==> src/verilog/rvMemPkg.sv <==
`default_nettype none

package rvMemPkg;

    localparam int xlen = 64;
    localparam int maskWidth = xlen / 8;

    // funct3 of loads and stores
    typedef logic [2:0] widthCode;

    localparam widthCode lb  = 3'b000;
    localparam widthCode lh  = 3'b001;
    localparam widthCode lw  = 3'b010;
    localparam widthCode ld  = 3'b011;
    localparam widthCode lbu = 3'b100;
    localparam widthCode lhu = 3'b101;
    localparam widthCode lwu = 3'b110;

    // one memory word seen by lane size
    typedef union packed {
        logic [xlen-1:0] dword;
        logic [1:0][31:0] word;
        logic [3:0][15:0] half;
        logic [7:0][7:0] bytes;
    } memWord;

endpackage

`default_nettype wire

==> src/verilog/platformPkg.sv <==
`default_nettype none

package platformPkg;

    // CLINT style timer registers
    localparam logic [rvMemPkg::xlen-1:0] mtimecmpAddr = 64'h0000_0000_0200_4000;
    localparam logic [rvMemPkg::xlen-1:0] mtimeAddr = 64'h0000_0000_0200_bff8;

    // no interrupt until software programs a compare value
    localparam logic [rvMemPkg::xlen-1:0] mtimecmpReset = '1;

endpackage

`default_nettype wire

==> src/verilog/memReqIf.sv <==
`timescale 1ns/1ps
`default_nettype none

interface memReqIf;

    logic reqWrite;
    rvMemPkg::widthCode reqWidth;
    logic [rvMemPkg::xlen-1:0] reqAddr;
    logic [rvMemPkg::xlen-1:0] reqWdata;

    // single cycle strobes from the access FSM
    logic captureLoad;
    logic timerWrite;

    modport ctrl (
        output reqWrite, reqWidth, reqAddr, reqWdata,
        output captureLoad, timerWrite
    );

    modport data (
        input reqWrite, reqWidth, reqAddr, reqWdata,
        input captureLoad, timerWrite
    );

endinterface

`default_nettype wire

==> src/verilog/accessControl.sv <==
`timescale 1ns/1ps
`default_nettype none

module accessControl (
    input  logic clk,
    input  logic arstN,
    input  logic reqValid,
    input  logic reqWrite,
    input  rvMemPkg::widthCode reqWidth,
    input  logic [rvMemPkg::xlen-1:0] reqAddr,
    input  logic [rvMemPkg::xlen-1:0] reqWdata,
    input  logic memStall,
    output logic busy,
    output logic done,
    output logic weMem,
    output logic reMem,
    memReqIf.ctrl req
);

    typedef enum logic [1:0] {
        stateIdle,
        stateAccess,
        stateDone
    } ctrlState;

    ctrlState state;
    ctrlState stateNext;
    logic accept;
    logic isTimer;
    logic accessEnd;

    assign accept = reqValid && (state == stateIdle);

    // held request, only meaningful outside idle
    always_ff @(posedge clk) begin
        if (accept) begin
            req.reqWrite <= reqWrite;
            req.reqWidth <= reqWidth;
            req.reqAddr <= reqAddr;
            req.reqWdata <= reqWdata;
        end
    end

    assign isTimer = (req.reqAddr == platformPkg::mtimeAddr) ||
                     (req.reqAddr == platformPkg::mtimecmpAddr);

    // timer registers answer in one cycle and ignore the memory stall
    assign accessEnd = isTimer || !memStall;

    always_comb begin
        stateNext = state;
        case (state)
            stateIdle: begin
                if (accept) begin
                    stateNext = stateAccess;
                end
            end
            stateAccess: begin
                if (accessEnd) begin
                    stateNext = stateDone;
                end
            end
            default: begin
                stateNext = stateIdle;
            end
        endcase
    end

    always_ff @(posedge clk or negedge arstN) begin
        if (!arstN) begin
            state <= stateIdle;
        end else begin
            state <= stateNext;
        end
    end

    assign busy = (state != stateIdle);
    assign done = (state == stateDone);

    assign weMem = (state == stateAccess) && !isTimer && req.reqWrite;
    assign reMem = (state == stateAccess) && !isTimer && !req.reqWrite;

    assign req.captureLoad = (state == stateAccess) && !req.reqWrite && accessEnd;
    assign req.timerWrite = (state == stateAccess) && req.reqWrite && isTimer;

    strobeExclusive: assert property (@(posedge clk) disable iff (!arstN)
        !(weMem && reMem));

    donePulse: assert property (@(posedge clk) disable iff (!arstN)
        done |=> !done);

endmodule

`default_nettype wire

==> src/verilog/storeFormatter.sv <==
`timescale 1ns/1ps
`default_nettype none

module storeFormatter (
    memReqIf.data req,
    output logic [rvMemPkg::xlen-1:0] wdataMem,
    output logic [rvMemPkg::maskWidth-1:0] wmaskMem
);

    rvMemPkg::memWord lanes;
    logic [2:0] offset;

    assign offset = req.reqAddr[2:0];

    always_comb begin
        lanes = '0;
        wmaskMem = '0;
        case (req.reqWidth)
            rvMemPkg::lb, rvMemPkg::lbu: begin
                lanes.bytes[offset] = req.reqWdata[7:0];
                wmaskMem[offset] = 1'b1;
            end
            rvMemPkg::lh, rvMemPkg::lhu: begin
                lanes.half[offset[2:1]] = req.reqWdata[15:0];
                wmaskMem[{offset[2:1], 1'b0} +: 2] = 2'b11;
            end
            rvMemPkg::lw, rvMemPkg::lwu: begin
                lanes.word[offset[2]] = req.reqWdata[31:0];
                wmaskMem[{offset[2], 2'b00} +: 4] = 4'hf;
            end
            default: begin
                lanes.dword = req.reqWdata;
                wmaskMem = '1;
            end
        endcase
        wdataMem = lanes;

        // a store must always touch at least one byte
        assert (!req.reqWrite || (wmaskMem != '0));
    end

endmodule

`default_nettype wire

==> src/verilog/loadAligner.sv <==
`timescale 1ns/1ps
`default_nettype none

module loadAligner (
    input  logic clk,
    input  logic arstN,
    memReqIf.data req,
    input  logic [rvMemPkg::xlen-1:0] rdataMem,
    input  logic [rvMemPkg::xlen-1:0] timerData,
    output logic [rvMemPkg::xlen-1:0] rdData
);

    localparam int xlen = rvMemPkg::xlen;

    rvMemPkg::memWord src;
    logic [2:0] offset;
    logic isTimer;
    logic [xlen-1:0] loadValue;
    logic [7:0] byteLane;
    logic [15:0] halfLane;
    logic [31:0] wordLane;

    assign isTimer = (req.reqAddr == platformPkg::mtimeAddr) ||
                     (req.reqAddr == platformPkg::mtimecmpAddr);

    assign src = isTimer ? timerData : rdataMem;
    assign offset = req.reqAddr[2:0];

    // addressed lane of each size
    assign byteLane = src.bytes[offset];
    assign halfLane = src.half[offset[2:1]];
    assign wordLane = src.word[offset[2]];

    always_comb begin
        case (req.reqWidth)
            rvMemPkg::lb: begin
                loadValue = {{(xlen-8){byteLane[7]}}, byteLane};
            end
            rvMemPkg::lbu: begin
                loadValue = {{(xlen-8){1'b0}}, byteLane};
            end
            rvMemPkg::lh: begin
                loadValue = {{(xlen-16){halfLane[15]}}, halfLane};
            end
            rvMemPkg::lhu: begin
                loadValue = {{(xlen-16){1'b0}}, halfLane};
            end
            rvMemPkg::lw: begin
                loadValue = {{(xlen-32){wordLane[31]}}, wordLane};
            end
            rvMemPkg::lwu: begin
                loadValue = {{(xlen-32){1'b0}}, wordLane};
            end
            default: begin
                loadValue = src.dword;
            end
        endcase
    end

    // result stays put across stores and idle cycles
    always_ff @(posedge clk or negedge arstN) begin
        if (!arstN) begin
            rdData <= '0;
        end else if (req.captureLoad) begin
            rdData <= loadValue;
        end
    end

endmodule

`default_nettype wire

==> src/verilog/mmioTimer.sv <==
`timescale 1ns/1ps
`default_nettype none

module mmioTimer #(
    parameter int unsigned TimerStep = 1
) (
    input  logic clk,
    input  logic arstN,
    memReqIf.data req,
    output logic [rvMemPkg::xlen-1:0] timerData,
    output logic timerIrq
);

    localparam int xlen = rvMemPkg::xlen;

    logic [xlen-1:0] mtime;
    logic [xlen-1:0] mtimecmp;
    logic hitMtime;
    logic hitMtimecmp;

    assign hitMtime = (req.reqAddr == platformPkg::mtimeAddr);
    assign hitMtimecmp = (req.reqAddr == platformPkg::mtimecmpAddr);

    // free running, a software write wins over the increment
    always_ff @(posedge clk or negedge arstN) begin
        if (!arstN) begin
            mtime <= '0;
        end else if (req.timerWrite && hitMtime) begin
            mtime <= req.reqWdata;
        end else begin
            mtime <= mtime + xlen'(TimerStep);
        end
    end

    always_ff @(posedge clk or negedge arstN) begin
        if (!arstN) begin
            mtimecmp <= platformPkg::mtimecmpReset;
        end else if (req.timerWrite && hitMtimecmp) begin
            mtimecmp <= req.reqWdata;
        end
    end

    assign timerData = hitMtimecmp ? mtimecmp : mtime;

    // level interrupt, unsigned compare
    assign timerIrq = (mtime >= mtimecmp);

endmodule

`default_nettype wire

==> src/verilog/loadStoreUnit.sv <==
`timescale 1ns/1ps
`default_nettype none

module loadStoreUnit #(
    parameter int unsigned TimerStep = 1
) (
    input  logic clk,
    input  logic arstN,
    input  logic reqValid,
    input  logic reqWrite,
    input  rvMemPkg::widthCode reqWidth,
    input  logic [rvMemPkg::xlen-1:0] reqAddr,
    input  logic [rvMemPkg::xlen-1:0] reqWdata,
    input  logic [rvMemPkg::xlen-1:0] rdataMem,
    input  logic memStall,
    output logic busy,
    output logic done,
    output logic [rvMemPkg::xlen-1:0] rdData,
    output logic [rvMemPkg::xlen-1:0] address,
    output logic weMem,
    output logic reMem,
    output logic [rvMemPkg::xlen-1:0] wdataMem,
    output logic [rvMemPkg::maskWidth-1:0] wmaskMem,
    output logic timerIrq
);

    memReqIf req ();

    logic [rvMemPkg::xlen-1:0] timerData;

    accessControl uAccessControl (
        .clk(clk),
        .arstN(arstN),
        .reqValid(reqValid),
        .reqWrite(reqWrite),
        .reqWidth(reqWidth),
        .reqAddr(reqAddr),
        .reqWdata(reqWdata),
        .memStall(memStall),
        .busy(busy),
        .done(done),
        .weMem(weMem),
        .reMem(reMem),
        .req(req.ctrl)
    );

    storeFormatter uStoreFormatter (
        .req(req.data),
        .wdataMem(wdataMem),
        .wmaskMem(wmaskMem)
    );

    loadAligner uLoadAligner (
        .clk(clk),
        .arstN(arstN),
        .req(req.data),
        .rdataMem(rdataMem),
        .timerData(timerData),
        .rdData(rdData)
    );

    mmioTimer #(
        .TimerStep(TimerStep)
    ) uMmioTimer (
        .clk(clk),
        .arstN(arstN),
        .req(req.data),
        .timerData(timerData),
        .timerIrq(timerIrq)
    );

    // memory sees the held address for the whole access
    assign address = req.reqAddr;

endmodule

`default_nettype wire

==> config.mk <==
export PLATFORM = sky130hd
export DESIGN_NAME = loadStoreUnit
export DESIGN_NICKNAME = d
export VERILOG_FILES = /design/src/verilog/rvMemPkg.sv /design/src/verilog/platformPkg.sv /design/src/verilog/memReqIf.sv /design/src/verilog/accessControl.sv /design/src/verilog/storeFormatter.sv /design/src/verilog/loadAligner.sv /design/src/verilog/mmioTimer.sv /design/src/verilog/loadStoreUnit.sv
export SDC_FILE = /design/constraint.sdc
export NUM_CORES = 1
export LEC_CHECK = 0
export BUFFER_PORTS_ARGS = -buffer_cell sky130_fd_sc_hd__clkbuf_2
export CORE_MARGIN = 3
export CORE_UTILIZATION = 55
export DETAILED_ROUTE_END_ITERATION = 8
export PLACE_DENSITY = 0.81
export SYNTH_ARGS = -nofsm -noshare
export SYNTH_HDL_FRONTEND = slang
export SYNTH_SLANG_ARGS = --single-unit
==> constraint.sdc <==
create_clock -name clk -period 18.85 [get_ports clk]
set_input_delay 2.8275 -clock clk [delete_from_list [all_inputs] [get_ports clk]]
set_output_delay 2.8275 -clock clk [all_outputs]
set_load 0.03 [all_outputs]
# [Word-level counts from Yosys, hierarchy flattened]
# Index checks and enable logic that the tools add are counted.
[word_totals] output_inout_bits=205 input_bits=200 register_bits=326 elab_cells=86
[op_classes] eq_ne=11 n_addsub=3 n_mux=23 reduce_logical=25 magnitude_cmp=7 n_shift=4 n_bitwise=5
[ops] cell="one-hot mux 64 bit (6 select lines)" count=1
[ops] cell="AND 64 bit" count=3
[ops] cell="2-to-1 mux 64 bit" count=3
[ops] cell="one-hot mux 64 bit (3 select lines)" count=1
[ops] cell="== test 64 x 26 -> 1 bit (second input constant)" count=2
[ops] cell="2-to-1 mux 32 bit" count=3
[ops] cell="adder 64 x 1 -> 64 bit (second input constant)" count=1
[ops] cell="greater-or-equal comparator 64 bit" count=1
[ops] cell="binary-select mux 16 bit (select 2 bit)" count=1
[ops] cell="demux 16 bit (select 2 bit)" count=1
[ops] cell="demux 32 bit (select 1 bit)" count=1
[ops] cell="2-to-1 mux 16 bit" count=2
[ops] cell="binary-select mux 8 bit (select 3 bit)" count=1
[ops] cell="demux 8 bit (select 3 bit)" count=1
[ops] cell="one-hot mux 8 bit (3 select lines)" count=1
[ops] cell="AND 8 bit" count=2
[ops] cell="2-to-1 mux 8 bit" count=2
[ops] cell="logical AND 1 bit" count=13
[ops] cell="negation 3 -> 5 bit" count=2
[ops] cell="== test 3 bit (second input constant)" count=3
[ops] cell="variable shift 2 x 5 -> 8 bit (first input constant)" count=1
[ops] cell="variable shift 4 x 5 -> 8 bit (first input constant)" count=1
[ops] cell="variable part select 2 x 5 -> 8 bit (first input constant)" count=1
[ops] cell="variable part select 4 x 5 -> 8 bit (first input constant)" count=1
[ops] cell="22 further kinds" count=29

# [Logic depth before layout (Yosys ltp)]
[depth] word_depth=6 depth_mapped=12 ltp_nobuf=11

# [Cells and area by module]
# From an unflattened synthesis, not the netlist that was laid out.
[hier_totals] cells_unflattened=1904 hier_area_um2=19374.8
[by_module_without_submodules] mod="mmioTimer" seq_area_each_um2=3283.1 cells_each=927 n_inst=1 area_per_inst_um2=8665.8
[by_module_without_submodules] mod="loadAligner" seq_area_each_um2=1601.5 cells_each=585 n_inst=1 area_per_inst_um2=5003.5
[by_module_without_submodules] mod="accessControl" seq_area_each_um2=4013.8 cells_each=187 n_inst=1 area_per_inst_um2=4370.4
[by_module_without_submodules] mod="storeFormatter" seq_area_each_um2=0.0 cells_each=205 n_inst=1 area_per_inst_um2=1335.0

# [Least setup slack after synthesis]
# No wires, ideal clock.
[synth_path] path_type="input to register" start="in reqValid" end="reg uAccessControl.req.reqAddr[0] (enable)" required_ns=18.223 t_arrival_ns=8.332 slack_ns=9.891 path_buffers=0 stages=2 setup_time_ns=0.627 path_cell_list="inv_1 -> nor2_1"
[synth_via] elab_chain_cells=1
[synth_rtl] item="start: declaration" line="loadStoreUnit.sv:9" rtl="input logic reqValid,"
[synth_rtl] item="logical AND 1 bit" line="accessControl.sv:32" rtl="assign accept = reqValid && (state == stateIdle);"
[synth_rtl] item="via uAccessControl.accept" line="accessControl.sv:28" rtl="logic accept;"
[synth_rtl] item="end: declaration" line="memReqIf.sv:16" rtl="output reqWrite, reqWidth, reqAddr, reqWdata,"
# The timed path passes the listed nets, and every way through them passes these cells.
# A chain may end at the register's enable or synchronous reset.

# [Worst setup path in the final report]
[layout_path] start="reg uAccessControl.req.reqAddr[1]" end="out wdataMem[42] (netlist bit)"
[layout_via] elab_chain_cells=6 elab_cells_between_ends=13 classes_between="order compare: 4; mux: 5; bitwise: 2; reduce/logical: 2"
[layout_rtl] item="< comparator 3 x 4 -> 1 bit (implied by the code) (tied with other cells)" line="storeFormatter.sv:20" rtl="lanes.bytes[offset] = req.reqWdata[7:0];"
[layout_rtl] item="logical AND 1 bit, on equally long branches" line="storeFormatter.sv:20, storeFormatter.sv:24"
[layout_rtl] item="2-to-1 mux 8 bit (implied by the code) / 2-to-1 mux 16 bit (equally long branches)" line="storeFormatter.sv:20, storeFormatter.sv:24"
[layout_rtl] item="demux 8 bit (select 3 bit) / demux 16 bit (select 2 bit) (equally long branches)"
[layout_rtl] item="AND 64 bit (no line)"
[layout_rtl] item="one-hot mux 64 bit (3 select lines) *" line="storeFormatter.sv:18" rtl="case (req.reqWidth)"
[layout_rtl] item="end: declaration" line="loadStoreUnit.sv:22" rtl="output logic [rvMemPkg::xlen-1:0] wdataMem,"
# Mark *: on every way between the ends. The rest lies on a longest branch, timed or not.

==> run summary <==
The sequential area share after synthesis is 49.6%. The post-synthesis net count is between 2000 and 2500. Yosys instantiated no cell more often than nor2_1. At the pin with the least slew margin, the transition time is around 1100 ps. The signal on the critical path passes through clkinv_1 > a21oi_1 > inv_1 > a21oi_1 > o22ai_1 > clkbuf_2. The tree is rooted in a clkbuf_16. The repair_antennas step left the layout with diodes totalling 0.

The global route total overflow came out at 0. The fraction of synthesis flops using an asynchronous set or reset pin came out at 59.5%. The cell area after synthesis came out at 17900 sq um. The clock skew came out at around 24 ps. The quantity of gates resized following cts is 0.

The number of storage elements in the synthesis netlist is 326. For this design the top-level I/O count stands at 405. The total clock buffers created by CTS came out at 36. Once the floorplan was initialized, standard cells occupied between 50% and 60% of the core. The cell area power density is ~110 nW/um^2. Setup repair after global routing left no endpoint under its margin. The clock latency of the later-clocked register in the worst-skew pair is 550 ps. The global-route wire length before repair is 103000 um.

The largest individual stage delay along the critical path comes from the cell a21oi_1. The total global-route track usage came out at 38.3%. The number of buffers and inverters on the critical path is 3. The layout overhead on the synthesized area came out at 19.9%. CTS built an H-tree with a depth of 2. The total wire length is 68600 um. The worst path required time is 16020 ps.

The worst-case clock buffer depth is 3. The part of the cycle the worst path needs is 34.7%. The TritonCTS clock tree is built. The class of the tightest hold or removal check is flop to flop.

In the synthesized netlist, the cells that appear most often are 219 x nor2_1, 160 x a21oi_1, 132 x edfxtp_1. Broken down by cell family, the worst path's largest delay share belongs to compound AO/OA/AOI/OAI gates. The average footprint of a synthesized cell is 9.84 sq um. In the final layout, the share of cells above drive strength 1 is between 20% and 30%. Before antenna repair, the detailed router went through 6 iterations. STA classifies the critical path endpoint as an output pin. The number of distinct library cells after synthesis came out at roughly 70. Counting every instance in the synthesized netlist gives ~1800. In this run the tightest slew margin relative to its limit is 24.2%. The largest incremental delay on the critical path is 880 ps. Counting every sink on the clock net gives 326.

The hold violation total from the final report came out at 0. The count of buffers added by post-CTS timing repair for setup came out at 0. The signal arrival time at the worst endpoint came out at about 3700 ps. The number of I/O port buffers is about 400. Entering global routing, the biggest net connects 96 pins.

The number of rows created at floorplan is 65. The startpoint-to-endpoint class of the critical path is flop to output pin. The full die area came out at about 35000 sq um. The floorplan step defined a core boundary enclosing approximately 32000 sq um. The count of nets left with antenna violations after detail routing came out at 0. In the post-synthesis netlist, the biggest area contributors are edfxtp_1 22%, dfrtp_1 18%, dfstp_2 9.4%.

Setup violations remaining at the end of the flow were counted as 0. The initial detailed-routing violation count is ~2100. The number of nets in the final layout is ~2500.

The final HPWL from detailed placement is 51500 um. The worst path in the final design needs a cycle of 6540 ps, including I/O delays and setup. Yosys printed 0 warnings. For this design the static power due to leakage is 9.26 nW. Dividing the detail-routed wire length by the instance count gives 25.9 um.

The clock slew seen by the registers of the worst setup and hold paths came out at 60 ps. The number of enable-type register cells in the synthesized netlist is 132. The sequential cells in the finished layout cover a total of around 8900 sq um.

The most repeated library cell on the critical path is a21oi_1. The number of buffers inserted for hold repair after clock tree synthesis came out at 0. The number of violations of the max-capacitance limit came out at 0. The number of vias after detailed routing came out at about 17000.

The fraction of synthesized cell area taken by the top area cell type is 22.1%. The flow ran to the end, and the final reports show no timing, DRC or antenna violations. The final design utilization came out at just under 70%. For the final routed database, the setup TNS stands at 0 ps. The achievable clock frequency came out at 0.153 GHz. The count of final max-slew check failures came out at 0. The cell type with the largest total area after synthesis is edfxtp_1.

The residual DRC count is 0. The weighted congestion at the end of routability-driven global placement is 0.992. STA classifies the critical path startpoint as a flop. The multi-input combinational cells in the finished layout cover a total of approximately 8400 sq um.

The die is 187 um wide. The main flop type after synthesis is edfxtp_1. The post-detailed-route via-to-cell ratio is 6.37.

The number of antenna violations at the first check in global routing came out at 1. The die is 187 um tall. The largest voltage drop on the vdd net is 0.0000872 V. The maximum fanout count along the critical path came out at 16. The number of global-route vias before repair is 16394. The number of fillers in the final layout is approximately 2600.
[placed cells by master, fill, tap and decap left out, drive strengths merged, types with 48 or more instances in the layout]
cell / netlist / layout
clkbuf: 93 / 458
nor2: 219 / 219
a21oi: 161 / 161
edfxtp: 132 / 132
dfrtp: 130 / 130
nand2: 130 / 130
o21ai: 92 / 92
inv: 85 / 87
mux2: 79 / 79
ha: 65 / 65
dfstp: 64 / 64
nor3: 54 / 54
a31oi: 48 / 48
[per-stage QoR]
stage                     hold slack [ps]  instance area [sq um]  instances  total power [W]  worst slack, ps
final                                 539                  21500       2650          0.00232            12310
after detailed placement              523                  20400       2584          0.00163            12970
after CTS                             539                  21500       2650          0.00232            12390
after global routing                  565                  21500       2650          0.00240            12140
after floorplan                       471                  17900       1823          0.00138             9890
after global placement                509                  20400       2584          0.00162            13040
[per-layer routing]
| layer | global-route usage, % | vias up | part of all wire (%) |
|---|---|---|---|
| li1 | - | 7409 | - |
| met5 | 0 | - | 0 |
| met4 | 17.4 | 0 | 5.3 |
| met1 | 51.4 | 8061 | 39 |
| met3 | 8.30 | 194 | 11 |
| met2 | 60.1 | 1218 | 45 |
[path summary, 6_finish.rpt]
path,to,start,depth (start not counted),slack [ps]
setup / recovery,wdataMem[42],uAccessControl.req.reqAddr[1]$_DFFE_PP_,6,12310
hold / removal,uLoadAligner.rdData[13]$_DFFE_PN0P_,uLoadAligner.rdData[13]$_DFFE_PN0P_,2,540
setup reg to reg,uLoadAligner.rdData[54]$_DFFE_PN0P_,uAccessControl.req.reqAddr[2]$_DFFE_PP_,10,13350
hold reg to reg,uLoadAligner.rdData[13]$_DFFE_PN0P_,uLoadAligner.rdData[13]$_DFFE_PN0P_,2,540
max in group asynchronous,uMmioTimer.mtime[61]$_DFF_PN0_,arstN,3,14490
min in group asynchronous,uLoadAligner.rdData[3]$_DFFE_PN0P_,arstN,1,2280
[power by group]
group	total (W)	internal, W	switching [W]
Sequential	0.000962	0.000863	0.0000987
Clock	0.000692	0.000400	0.000292
Combinational	0.000665	0.000187	0.000477
[cell type report]
type	count	area share [%]
flip-flops and latches	326	41.4
multi-input cells	1308	38.9
repair buffers	429	10.3
clock buffers	55	5.04
well taps	435	2.53
inverters	86	1.50
clock inverters	11	0.378
[sequential cells by signal, summed over array words and instances, names as in the netlist]
signal                       flops
uAccessControl.req.reqAddr      64
uAccessControl.req.reqWdata     64
uLoadAligner.rdData             64
uMmioTimer.mtime                64
uMmioTimer.mtimecmp             64
uAccessControl.req.reqWidth      3
uAccessControl.state             2
uAccessControl.req.reqWrite      1
[logic make-up (layout without fill, tap and decap cells)]
logic type               after synthesis  after routing  synth area share, %
flip-flops                           326            326                 49.6
buffers and inverters                189            581                 4.02
AND/OR/NAND/NOR                      571            571                 14.6
XOR/XNOR                              62             62                 3.03
AO/OA/AOI/OAI                        504            504                 17.6
adder cells (fa/ha/maj)               65             65                 4.53
multiplexers                         106            106                 6.67
[tightest hold or removal path: stages, from the launching register on]
cell and delay (ps):
dfrtp_1 340, nor2_1 50, a21oi_1 110
Note: power is estimated with default switching activity, not from simulation.
